$ cat src/harness_cfg.svh
`ifndef HARNESS_CFG_SVH
`define HARNESS_CFG_SVH

// Stimulus sweep width, also the width of the count in error frames
`define COUNTER_WIDTH 10

// Width of the device result and of the mismatch mask
`define N_OUTPUTS 10

// Error and overflow counters saturate at this width
`define STAT_WIDTH 16

// Core reset hold time in cycles
`define RESET_HOLD 16

`endif

$ cat src/harness_pkg.sv
`default_nettype none

package harness_pkg;

    // First byte of every frame
    typedef enum logic [7:0] {
        RESET    = 8'd0,
        ERROR    = 8'd1,
        COMPLETE = 8'd2
    } frame_id_t;

    // Frame generator FSM
    typedef enum logic [3:0] {
        IDLE,
        RESET_FRAME,
        ERROR_ID,
        ERROR_COUNT,
        ERROR_VALUE,
        COMPLETE_ID,
        TOTAL_COUNT,
        OVERFLOW_COUNT,
        WAIT_FLUSH
    } frame_state_t;

    // SLIP framing bytes
    localparam logic [7:0] SLIP_END     = 8'hC0;
    localparam logic [7:0] SLIP_ESC     = 8'hDB;
    localparam logic [7:0] SLIP_ESC_END = 8'hDC;
    localparam logic [7:0] SLIP_ESC_ESC = 8'hDD;

endpackage

`default_nettype wire

$ cat src/check_if.sv
`timescale 1ns/1ns
`default_nettype none

`include "harness_cfg.svh"

// Compare results, one beat per vector, no back-pressure
interface check_if;
    logic                      valid;
    logic [`COUNTER_WIDTH-1:0] count;
    logic                      error;
    logic [`N_OUTPUTS-1:0]     error_output;
    logic                      done;

    modport source (output valid, count, error, error_output, done);
    modport sink   (input valid, count, error, error_output, done);
endinterface

`default_nettype wire

$ cat src/tx_if.sv
`timescale 1ns/1ns
`default_nettype none

// Frame bytes with start and end markers, valid/ready handshake
interface tx_if;
    logic [7:0] data;
    logic       valid;
    logic       ready;
    logic       sof;
    logic       eof;

    modport source (output data, valid, sof, eof, input ready);
    modport sink   (input data, valid, sof, eof, output ready);
endinterface

`default_nettype wire
$ cat src/frame_generator.sv
`timescale 1ns/1ns
`default_nettype none

`include "harness_cfg.svh"

module frame_generator (
    input  logic    clk,
    input  logic    core_reset,
    check_if.sink   chk,
    tx_if.source    tx,
    input  logic    tx_idle,
    output logic    do_reset
);

    import harness_pkg::*;

    localparam int COUNT_BYTES = (`COUNTER_WIDTH + 7) / 8;
    localparam int MASK_BYTES  = (`N_OUTPUTS + 7) / 8;
    localparam int STAT_BYTES  = (`STAT_WIDTH + 7) / 8;

    frame_state_t              state;
    logic                      reset_pending;
    logic                      had_error;
    logic                      err_last;
    logic [`COUNTER_WIDTH-1:0] err_count;
    logic [`N_OUTPUTS-1:0]     err_mask;
    logic [`STAT_WIDTH-1:0]    num_errors;
    logic [`STAT_WIDTH-1:0]    num_overflows;
    logic [3:0]                byte_idx;
    logic                      tx_accept;
    logic                      tx_free;
    logic                      latch_clear;
    logic                      latch_free;

    // Byte idx of a field, low byte first
    function automatic logic [7:0] pick_byte(input logic [63:0] value, input logic [3:0] idx);
        return 8'(value >> (8 * idx));
    endfunction

    assign tx_accept   = tx.valid && tx.ready;
    assign tx_free     = !tx.valid || tx.ready;
    assign latch_clear = err_last && tx_accept;
    assign latch_free  = !had_error || latch_clear;

    // Error statistics and the single error latch
    always_ff @(posedge clk) begin
        if (core_reset) begin
            had_error     <= 1'b0;
            num_errors    <= '0;
            num_overflows <= '0;
        end else begin
            if (latch_clear) begin
                had_error <= 1'b0;
            end
            if (chk.valid && chk.error) begin
                if (num_errors != {`STAT_WIDTH{1'b1}}) begin
                    num_errors <= num_errors + 1'b1;
                end
                if (latch_free) begin
                    had_error <= 1'b1;
                end else if (num_overflows != {`STAT_WIDTH{1'b1}}) begin
                    num_overflows <= num_overflows + 1'b1;
                end
            end
        end
    end

    always_ff @(posedge clk) begin
        if (chk.valid && chk.error && latch_free) begin
            err_count <= chk.count;
            err_mask  <= chk.error_output;
        end
    end

    always_ff @(posedge clk) begin
        if (core_reset) begin
            state         <= IDLE;
            reset_pending <= 1'b1;
            err_last      <= 1'b0;
            byte_idx      <= '0;
            tx.valid      <= 1'b0;
            tx.data       <= '0;
            tx.sof        <= 1'b0;
            tx.eof        <= 1'b0;
            do_reset      <= 1'b0;
        end else begin
            if (tx_accept) begin
                tx.valid <= 1'b0;
                err_last <= 1'b0;
            end

            case (state)
                IDLE: begin
                    byte_idx <= '0;
                    // Hold off while the last error byte is still in flight
                    if (reset_pending) begin
                        state <= RESET_FRAME;
                    end else if (had_error && !err_last) begin
                        state <= ERROR_ID;
                    end else if (chk.done && !had_error) begin
                        state <= COMPLETE_ID;
                    end
                end
                RESET_FRAME: begin
                    if (tx_free) begin
                        tx.data       <= RESET;
                        tx.valid      <= 1'b1;
                        tx.sof        <= 1'b1;
                        tx.eof        <= 1'b1;
                        reset_pending <= 1'b0;
                        state         <= IDLE;
                    end
                end
                ERROR_ID: begin
                    if (tx_free) begin
                        tx.data  <= ERROR;
                        tx.valid <= 1'b1;
                        tx.sof   <= 1'b1;
                        tx.eof   <= 1'b0;
                        state    <= ERROR_COUNT;
                    end
                end
                ERROR_COUNT: begin
                    if (tx_free) begin
                        tx.data  <= pick_byte(64'(err_count), byte_idx);
                        tx.valid <= 1'b1;
                        tx.sof   <= 1'b0;
                        if (byte_idx == 4'(COUNT_BYTES - 1)) begin
                            byte_idx <= '0;
                            state    <= ERROR_VALUE;
                        end else begin
                            byte_idx <= byte_idx + 1'b1;
                        end
                    end
                end
                ERROR_VALUE: begin
                    if (tx_free) begin
                        tx.data  <= pick_byte(64'(err_mask), byte_idx);
                        tx.valid <= 1'b1;
                        if (byte_idx == 4'(MASK_BYTES - 1)) begin
                            tx.eof   <= 1'b1;
                            err_last <= 1'b1;
                            state    <= IDLE;
                        end else begin
                            byte_idx <= byte_idx + 1'b1;
                        end
                    end
                end
                COMPLETE_ID: begin
                    if (tx_free) begin
                        tx.data  <= COMPLETE;
                        tx.valid <= 1'b1;
                        tx.sof   <= 1'b1;
                        tx.eof   <= 1'b0;
                        state    <= TOTAL_COUNT;
                    end
                end
                TOTAL_COUNT: begin
                    if (tx_free) begin
                        tx.data  <= pick_byte(64'(num_errors), byte_idx);
                        tx.valid <= 1'b1;
                        tx.sof   <= 1'b0;
                        if (byte_idx == 4'(STAT_BYTES - 1)) begin
                            byte_idx <= '0;
                            state    <= OVERFLOW_COUNT;
                        end else begin
                            byte_idx <= byte_idx + 1'b1;
                        end
                    end
                end
                OVERFLOW_COUNT: begin
                    if (tx_free) begin
                        tx.data  <= pick_byte(64'(num_overflows), byte_idx);
                        tx.valid <= 1'b1;
                        if (byte_idx == 4'(STAT_BYTES - 1)) begin
                            tx.eof <= 1'b1;
                            state  <= WAIT_FLUSH;
                        end else begin
                            byte_idx <= byte_idx + 1'b1;
                        end
                    end
                end
                WAIT_FLUSH: begin
                    // Stay here until the reset controller restarts the run
                    if (!tx.valid && tx_idle) begin
                        do_reset <= 1'b1;
                    end
                end
                default: state <= IDLE;
            endcase
        end
    end

    a_tx_hold: assert property (
        @(posedge clk) disable iff (core_reset)
        tx.valid && !tx.ready |=> tx.valid && $stable(tx.data) && $stable(tx.sof)
            && $stable(tx.eof)
    ) else $error("tx byte changed while stalled");

endmodule

`default_nettype wire

$ cat src/harness_top.sv
`timescale 1ns/1ns
`default_nettype none

`include "harness_cfg.svh"

module harness_top (
    input  logic                      clk,
    input  logic                      had_reset,
    input  logic [`N_OUTPUTS-1:0]     dut_result,
    input  logic                      out_ready,
    output logic [`COUNTER_WIDTH-1:0] stim,
    output logic [7:0]                out_data,
    output logic                      out_valid,
    output logic                      run_restart
);

    logic                      core_reset;
    logic                      saturated;
    logic                      do_reset;
    logic                      tx_idle;
    logic [`COUNTER_WIDTH-1:0] count;

    check_if chk_bus ();
    tx_if    tx_bus ();

    // Device sees the sweep value directly
    assign stim = count;

    reset_controller u_reset (
        .clk         (clk),
        .had_reset   (had_reset),
        .do_reset    (do_reset),
        .core_reset  (core_reset),
        .run_restart (run_restart)
    );

    stimulus_counter u_stim (
        .clk        (clk),
        .core_reset (core_reset),
        .count      (count),
        .saturated  (saturated)
    );

    result_compare u_compare (
        .clk        (clk),
        .core_reset (core_reset),
        .count      (count),
        .saturated  (saturated),
        .dut_result (dut_result),
        .chk        (chk_bus.source)
    );

    frame_generator u_frames (
        .clk        (clk),
        .core_reset (core_reset),
        .chk        (chk_bus.sink),
        .tx         (tx_bus.source),
        .tx_idle    (tx_idle),
        .do_reset   (do_reset)
    );

    slip_encoder u_slip (
        .clk        (clk),
        .core_reset (core_reset),
        .tx         (tx_bus.sink),
        .tx_idle    (tx_idle),
        .out_data   (out_data),
        .out_valid  (out_valid),
        .out_ready  (out_ready)
    );

endmodule

`default_nettype wire

$ cat src/reset_controller.sv
`timescale 1ns/1ns
`default_nettype none

`include "harness_cfg.svh"

module reset_controller (
    input  logic clk,
    input  logic had_reset,
    input  logic do_reset,
    output logic core_reset,
    output logic run_restart
);

    localparam int HOLD_W = $clog2(`RESET_HOLD + 1);

    logic [HOLD_W-1:0] hold;

    always_ff @(posedge clk) begin
        if (had_reset) begin
            hold        <= HOLD_W'(`RESET_HOLD);
            core_reset  <= 1'b1;
            run_restart <= 1'b0;
        end else if (do_reset && !core_reset) begin
            // Self-reset request at the end of a run
            hold        <= HOLD_W'(`RESET_HOLD);
            core_reset  <= 1'b1;
            run_restart <= 1'b1;
        end else begin
            run_restart <= 1'b0;
            if (hold != '0) begin
                hold <= hold - 1'b1;
            end
            core_reset <= (hold > HOLD_W'(1));
        end
    end

endmodule

`default_nettype wire

$ cat src/result_compare.sv
`timescale 1ns/1ns
`default_nettype none

`include "harness_cfg.svh"

module result_compare (
    input  logic                      clk,
    input  logic                      core_reset,
    input  logic [`COUNTER_WIDTH-1:0] count,
    input  logic                      saturated,
    input  logic [`N_OUTPUTS-1:0]     dut_result,
    check_if.source                   chk
);

    logic [`N_OUTPUTS-1:0] expected;
    logic [`N_OUTPUTS-1:0] diff;

    // Golden function, three times the stimulus, wrapped to the result width
    assign expected = `N_OUTPUTS'(count) * `N_OUTPUTS'(3);
    assign diff     = expected ^ dut_result;

    always_ff @(posedge clk) begin
        if (core_reset) begin
            chk.valid <= 1'b0;
            chk.done  <= 1'b0;
        end else begin
            chk.valid <= !saturated;
            if (saturated) begin
                chk.done <= 1'b1;
            end
        end
    end

    // Beat payload
    always_ff @(posedge clk) begin
        chk.count        <= count;
        chk.error        <= |diff;
        chk.error_output <= diff;
    end

    // Once done, the stream stays quiet until reset
    a_done_quiet: assert property (
        @(posedge clk) disable iff (core_reset)
        chk.done |-> !chk.valid ##1 chk.done
    ) else $error("check beat issued after done");

endmodule

`default_nettype wire

$ cat src/slip_encoder.sv
`timescale 1ns/1ns
`default_nettype none

module slip_encoder (
    input  logic       clk,
    input  logic       core_reset,
    tx_if.sink         tx,
    output logic       tx_idle,
    output logic [7:0] out_data,
    output logic       out_valid,
    input  logic       out_ready
);

    import harness_pkg::*;

    logic       out_free;
    logic       esc_pending;
    logic [7:0] esc_byte;
    logic       end_pending;
    logic       in_frame;

    assign out_free = !out_valid || out_ready;
    assign tx.ready = out_free && !esc_pending && !end_pending;
    assign tx_idle  = !out_valid && !esc_pending && !end_pending;

    always_ff @(posedge clk) begin
        if (core_reset) begin
            out_valid   <= 1'b0;
            esc_pending <= 1'b0;
            end_pending <= 1'b0;
            in_frame    <= 1'b0;
        end else if (out_free) begin
            if (esc_pending) begin
                // Second half of an escape
                out_data    <= esc_byte;
                out_valid   <= 1'b1;
                esc_pending <= 1'b0;
            end else if (end_pending) begin
                out_data    <= SLIP_END;
                out_valid   <= 1'b1;
                end_pending <= 1'b0;
            end else if (tx.valid) begin
                out_valid   <= 1'b1;
                end_pending <= tx.eof;
                in_frame    <= !tx.eof;
                case (tx.data)
                    SLIP_END: begin
                        out_data    <= SLIP_ESC;
                        esc_byte    <= SLIP_ESC_END;
                        esc_pending <= 1'b1;
                    end
                    SLIP_ESC: begin
                        out_data    <= SLIP_ESC;
                        esc_byte    <= SLIP_ESC_ESC;
                        esc_pending <= 1'b1;
                    end
                    default: out_data <= tx.data;
                endcase
            end else begin
                out_valid <= 1'b0;
            end
        end
    end

    a_out_hold: assert property (
        @(posedge clk) disable iff (core_reset)
        out_valid && !out_ready |=> out_valid && $stable(out_data)
    ) else $error("out_data changed under stall");

    // Frame markers from the generator must alternate cleanly
    a_sof_framing: assert property (
        @(posedge clk) disable iff (core_reset)
        tx.valid && tx.ready |-> tx.sof == !in_frame
    ) else $error("sof does not match frame boundary");

endmodule

`default_nettype wire

$ cat src/stimulus_counter.sv
`timescale 1ns/1ns
`default_nettype none

`include "harness_cfg.svh"

module stimulus_counter (
    input  logic                      clk,
    input  logic                      core_reset,
    output logic [`COUNTER_WIDTH-1:0] count,
    output logic                      saturated
);

    logic at_max;

    assign at_max = (count == {`COUNTER_WIDTH{1'b1}});

    always_ff @(posedge clk) begin
        if (core_reset) begin
            count     <= '0;
            saturated <= 1'b0;
        end else begin
            if (!at_max) begin
                count <= count + 1'b1;
            end
            // Lags the last value by a cycle so it still gets compared
            if (at_max) begin
                saturated <= 1'b1;
            end
        end
    end

endmodule

`default_nettype wire

$ cat config.mk
export PLATFORM = sky130hd
export DESIGN_NAME = harness_top
export DESIGN_NICKNAME = d
export VERILOG_FILES = /design/src/harness_pkg.sv /design/src/check_if.sv /design/src/tx_if.sv /design/src/frame_generator.sv /design/src/harness_top.sv /design/src/reset_controller.sv /design/src/result_compare.sv /design/src/slip_encoder.sv /design/src/stimulus_counter.sv
export VERILOG_INCLUDE_DIRS = /design/src /design/src/src
export SDC_FILE = /design/constraint.sdc
export NUM_CORES = 1
export LEC_CHECK = 0
export ABC_CLOCK_PERIOD_IN_PS = 3100
export BUFFER_PORTS_ARGS = -buffer_cell sky130_fd_sc_hd__buf_2
export CAP_MARGIN = 0
export CORE_MARGIN = 1
export CORE_UTILIZATION = 55
export DETAILED_ROUTE_END_ITERATION = 7
export GPL_ROUTABILITY_DRIVEN = 0
export PLACE_DENSITY = 0.83
export SETUP_SLACK_MARGIN = 0.3
export SYNTH_ARGS = -nofsm -noshare
export SYNTH_HDL_FRONTEND = slang
export SYNTH_SLANG_ARGS = --single-unit
$ cat constraint.sdc
create_clock -name clk -period 3.1 [get_ports clk]
set_clock_uncertainty 0.2 [all_clocks]
set_input_delay 0.155 -clock clk [delete_from_list [all_inputs] [get_ports clk]]
set_output_delay 0.155 -clock clk [all_outputs]
set_load 0.05 [all_outputs]
==> out/metrics.csv <==
stage,metric,value,unit
clock_tree,cts_tree,yes,
pwr,p_per_area,602.2,mW/mm^2
synthesis,syn-num-nets,651,
status,status,finished clean,
global_routing,grt_pass1_wl,21.53,mm
sta,fin_crit,2846,ps
synthesis,syn_area,0.005853,sq mm
place,place_inst,774,
global_routing,track_usage,0.2483,
floorplanning,die_y,105.2,um
synthesis,yosysWarningCount,0,
sta,slew_viol_final,0,
synthesis,synth_edf_count,29,
global_routing,overflow,0,
pwr,fin_total_pwr,4.138,mW
floorplanning,fp.coreArea,0.01032,sq mm
global_routing,grt_pass1_vias,4593,
finish,fin_area,0.006870,sq mm
pwr,irDropWorstVdd,0.5284,mV
critical_path,r2r-start,u_stim.count[1]$_SDFFE_PP0P_,
global_routing,use_met2,0.4130,
floorplanning,io_pins,33,
sta,finalWorstSetupSlack,253.6,ps
sta,final_hold_viol_count,0,
routing,vias,4789,
place,pre_cts_ws,255.9,ps
clock_tree,cts_root_buf,clkbuf_8,
synthesis,ys_async_sr_fraction,0,
critical_path,crit_fanout,5,
finish,regArea,0.002843,sq mm
critical_path,startpoint_type,flop,
global_routing,use_met3,0.05989,
finish,finalNonFillerCells,819,
global_routing,grt_max_degree,46,
hold_path,hold_depth,3,
pwr,leakagePower,2.465,nW
clock_tree,clkTransAtPathRegs,60,ps
critical_path,rr_worst_depth,8,
critical_path,r2r_setup_slack,250,ps
sta,holdWs,165.0,ps
hold_path,holdPathEnd,u_reset.run_restart$_SDFF_PP0_,
floorplanning,die-area,0.01106,sq mm
finish,n_fill_cell,765,
synthesis,netlist_instances,621,
hold_path,min_from,had_reset,
routing,final_antenna_net_count,0,
synthesis,synth_cell_types,67,
synthesis,syn_avg_cell_area,9.425,sq um
synthesis,synth-seq-cells,127,
critical_path,cp.arrival,3030,ps
place,io_buffers,32,
sta,tns,0,ps
clock_tree,clock-sinks,127,
flow_run,drv_cap,0,
finish,nets,700,
floorplanning,die_w,105.2,um
routing,drtPass1Iterations,5,
global_routing,busiest_layer,met2,
clock_tree,h-tree-depth,4,
clock_tree,clock_path_buffers,2,
clock_tree,clock_latency,510,ps
place,dp_hpwl,9.039,mm
sta,finalCritPeriodShare,0.9182,
finish,syn_to_final_growth,17.38,%
finish,layout-drive-gt1-share,0.1259,
sta,worst_pin_slew,1011,ps
hold_path,hp-class,in -> reg,
floorplanning,rows,37,
global_routing,grt_antenna_before_repair,0,
place,postPlaceCellArea,0.006177,sq mm
routing,drt_iter0_drc,405,
sta,finalSetupViolCount,0,
global_routing,grtUsageMet1,0.3022,
routing,wl,12.83,mm
critical_path,path_class,reg -> reg,
routing,drc,0,
sta,maxSlewHeadroom,0.3211,
clock_tree,cts_buffers,17,
sta,fmax,0.3513,GHz
floorplanning,start_util,0.5670,
critical_path,end_kind,flop,
synthesis,synth_ff_type,dfxtp_1,
finish,diodes,0,
routing,wl_per_cell,15.67,um
sta,rsz0062_at_grt,yes,
synthesis,yosysSeqAreaShare,0.4840,
finish,utilization,0.6655,
routing,vias_per_cell,5.847,
finish,multiInputGateArea,0.002855,sq mm
critical_path,r2r_end,u_compare.chk.error$_DFF_P_,
critical_path,crit_required,3290,ps
[placed cells by master (no fill, tap or decap), types with 10 or more instances in the layout]
cell type	n
inv_1	20
nand2b_1	11
o21ai_1	15
nand4_1	12
dfxtp_1	94
mux2i_1	15
nand3_1	21
buf_4	10
ha_1	15
clkbuf_16	17
nor3_1	16
dlygate4sd3_1	12
xor2_1	25
nor2_1	79
edfxtp_1	29
o21ai_0	19
nand2_1	48
buf_2	32
xnor2_1	28
a21oi_1	31
[Yosys cell counts, types with 16 or more instances]
master    instances  area (sq um)
nor2_1           79         296.5
o21ai_0          19         95.09
nand3_1          21         105.1
nor3_1           16         80.08
inv_1            20         75.07
dfxtp_1          98          1962
xnor2_1          28         245.2
xor2_1           25         219.0
nand2_1          48         180.2
edfxtp_1         29         870.8
a21oi_1          31         155.2
ha_1             16         200.2
clkbuf_1         16         60.06
[critical path: stages (launching register included)]
cell     delay, ps
dfxtp_4        360
ha_4           150
inv_1           50
fa_2           340
xor2_1         160
xnor2_1        130
or4_1          510
or4_1          400
or4_1          420
[power breakdown]
group	switching (mW)	internal (mW)	leakage [nW]	total [mW]
Clock	0.732	1.13	0.267	1.86
Sequential	0.0840	1.78	1.07	1.87
Combinational	0.243	0.162	1.13	0.406
[per-layer routing]
metal,vias up,part of all wire
met5,-,0
met4,0,0.027
met3,37,0.060
met2,178,0.49
met1,2255,0.43
li1,2319,-
[final cells by class]
class                   instances  area share
clock buffers                  20     0.06647
inverters                      22     0.01202
clock inverters                12     0.01566
well taps                     136     0.02477
flip-flops and latches        127      0.4138
multi-input cells             448      0.4156
repair buffers                 54     0.05172
[kinds of logic (layout without fill, tap and decap cells)]
family          Yosys count  in the layout  synth area share
simple gates            235            235            0.1947
flops                   127            127            0.4840
compound gates          121            121            0.1336
xor+xnor                 54             54           0.08209
buf+inv                  46            108           0.03078
mux                      21             21           0.03719
fa+ha+maj                17             17           0.03762
[how the worst max path moves through the flow]
stage	startpoint	endpoint	slack, ps
after floorplan	u_stim.count[1]$_SDFFE_PP0P_	u_compare.chk.error$_DFF_P_	250
final	u_stim.count[1]$_SDFFE_PP0P_	u_compare.chk.error$_DFF_P_	250
after detailed placement	u_stim.count[1]$_SDFFE_PP0P_	u_compare.chk.error$_DFF_P_	260
after CTS	u_stim.count[1]$_SDFFE_PP0P_	u_compare.chk.error$_DFF_P_	240
after global routing	u_stim.count[1]$_SDFFE_PP0P_	u_compare.chk.error$_DFF_P_	150
after global placement	u_stim.count[1]$_SDFFE_PP0P_	u_compare.chk.error$_DFF_P_	300
[sequential cells by signal, indices dropped and copies added, names as in the netlist, 4 cells and up]
name	cells
u_compare.chk.count	10
u_reset.hold	5
u_frames.err_count	10
u_frames.num_errors	16
u_frames.state	4
u_frames.err_mask	10
u_frames.num_overflows	16
u_slip.out_data	8
u_stim.count	10
u_compare.chk.error_output	10
u_frames.tx.data	8
u_frames.byte_idx	4
[what timing repair did]
action	CTS	global route
hold buffers	12	0
endpoints found under the hold margin	21	0
buffers inserted	1	0
gates resized for setup	1	0
setup endpoints to repair	1	1
No activity file was read; power rests on OpenSTA's default activity.
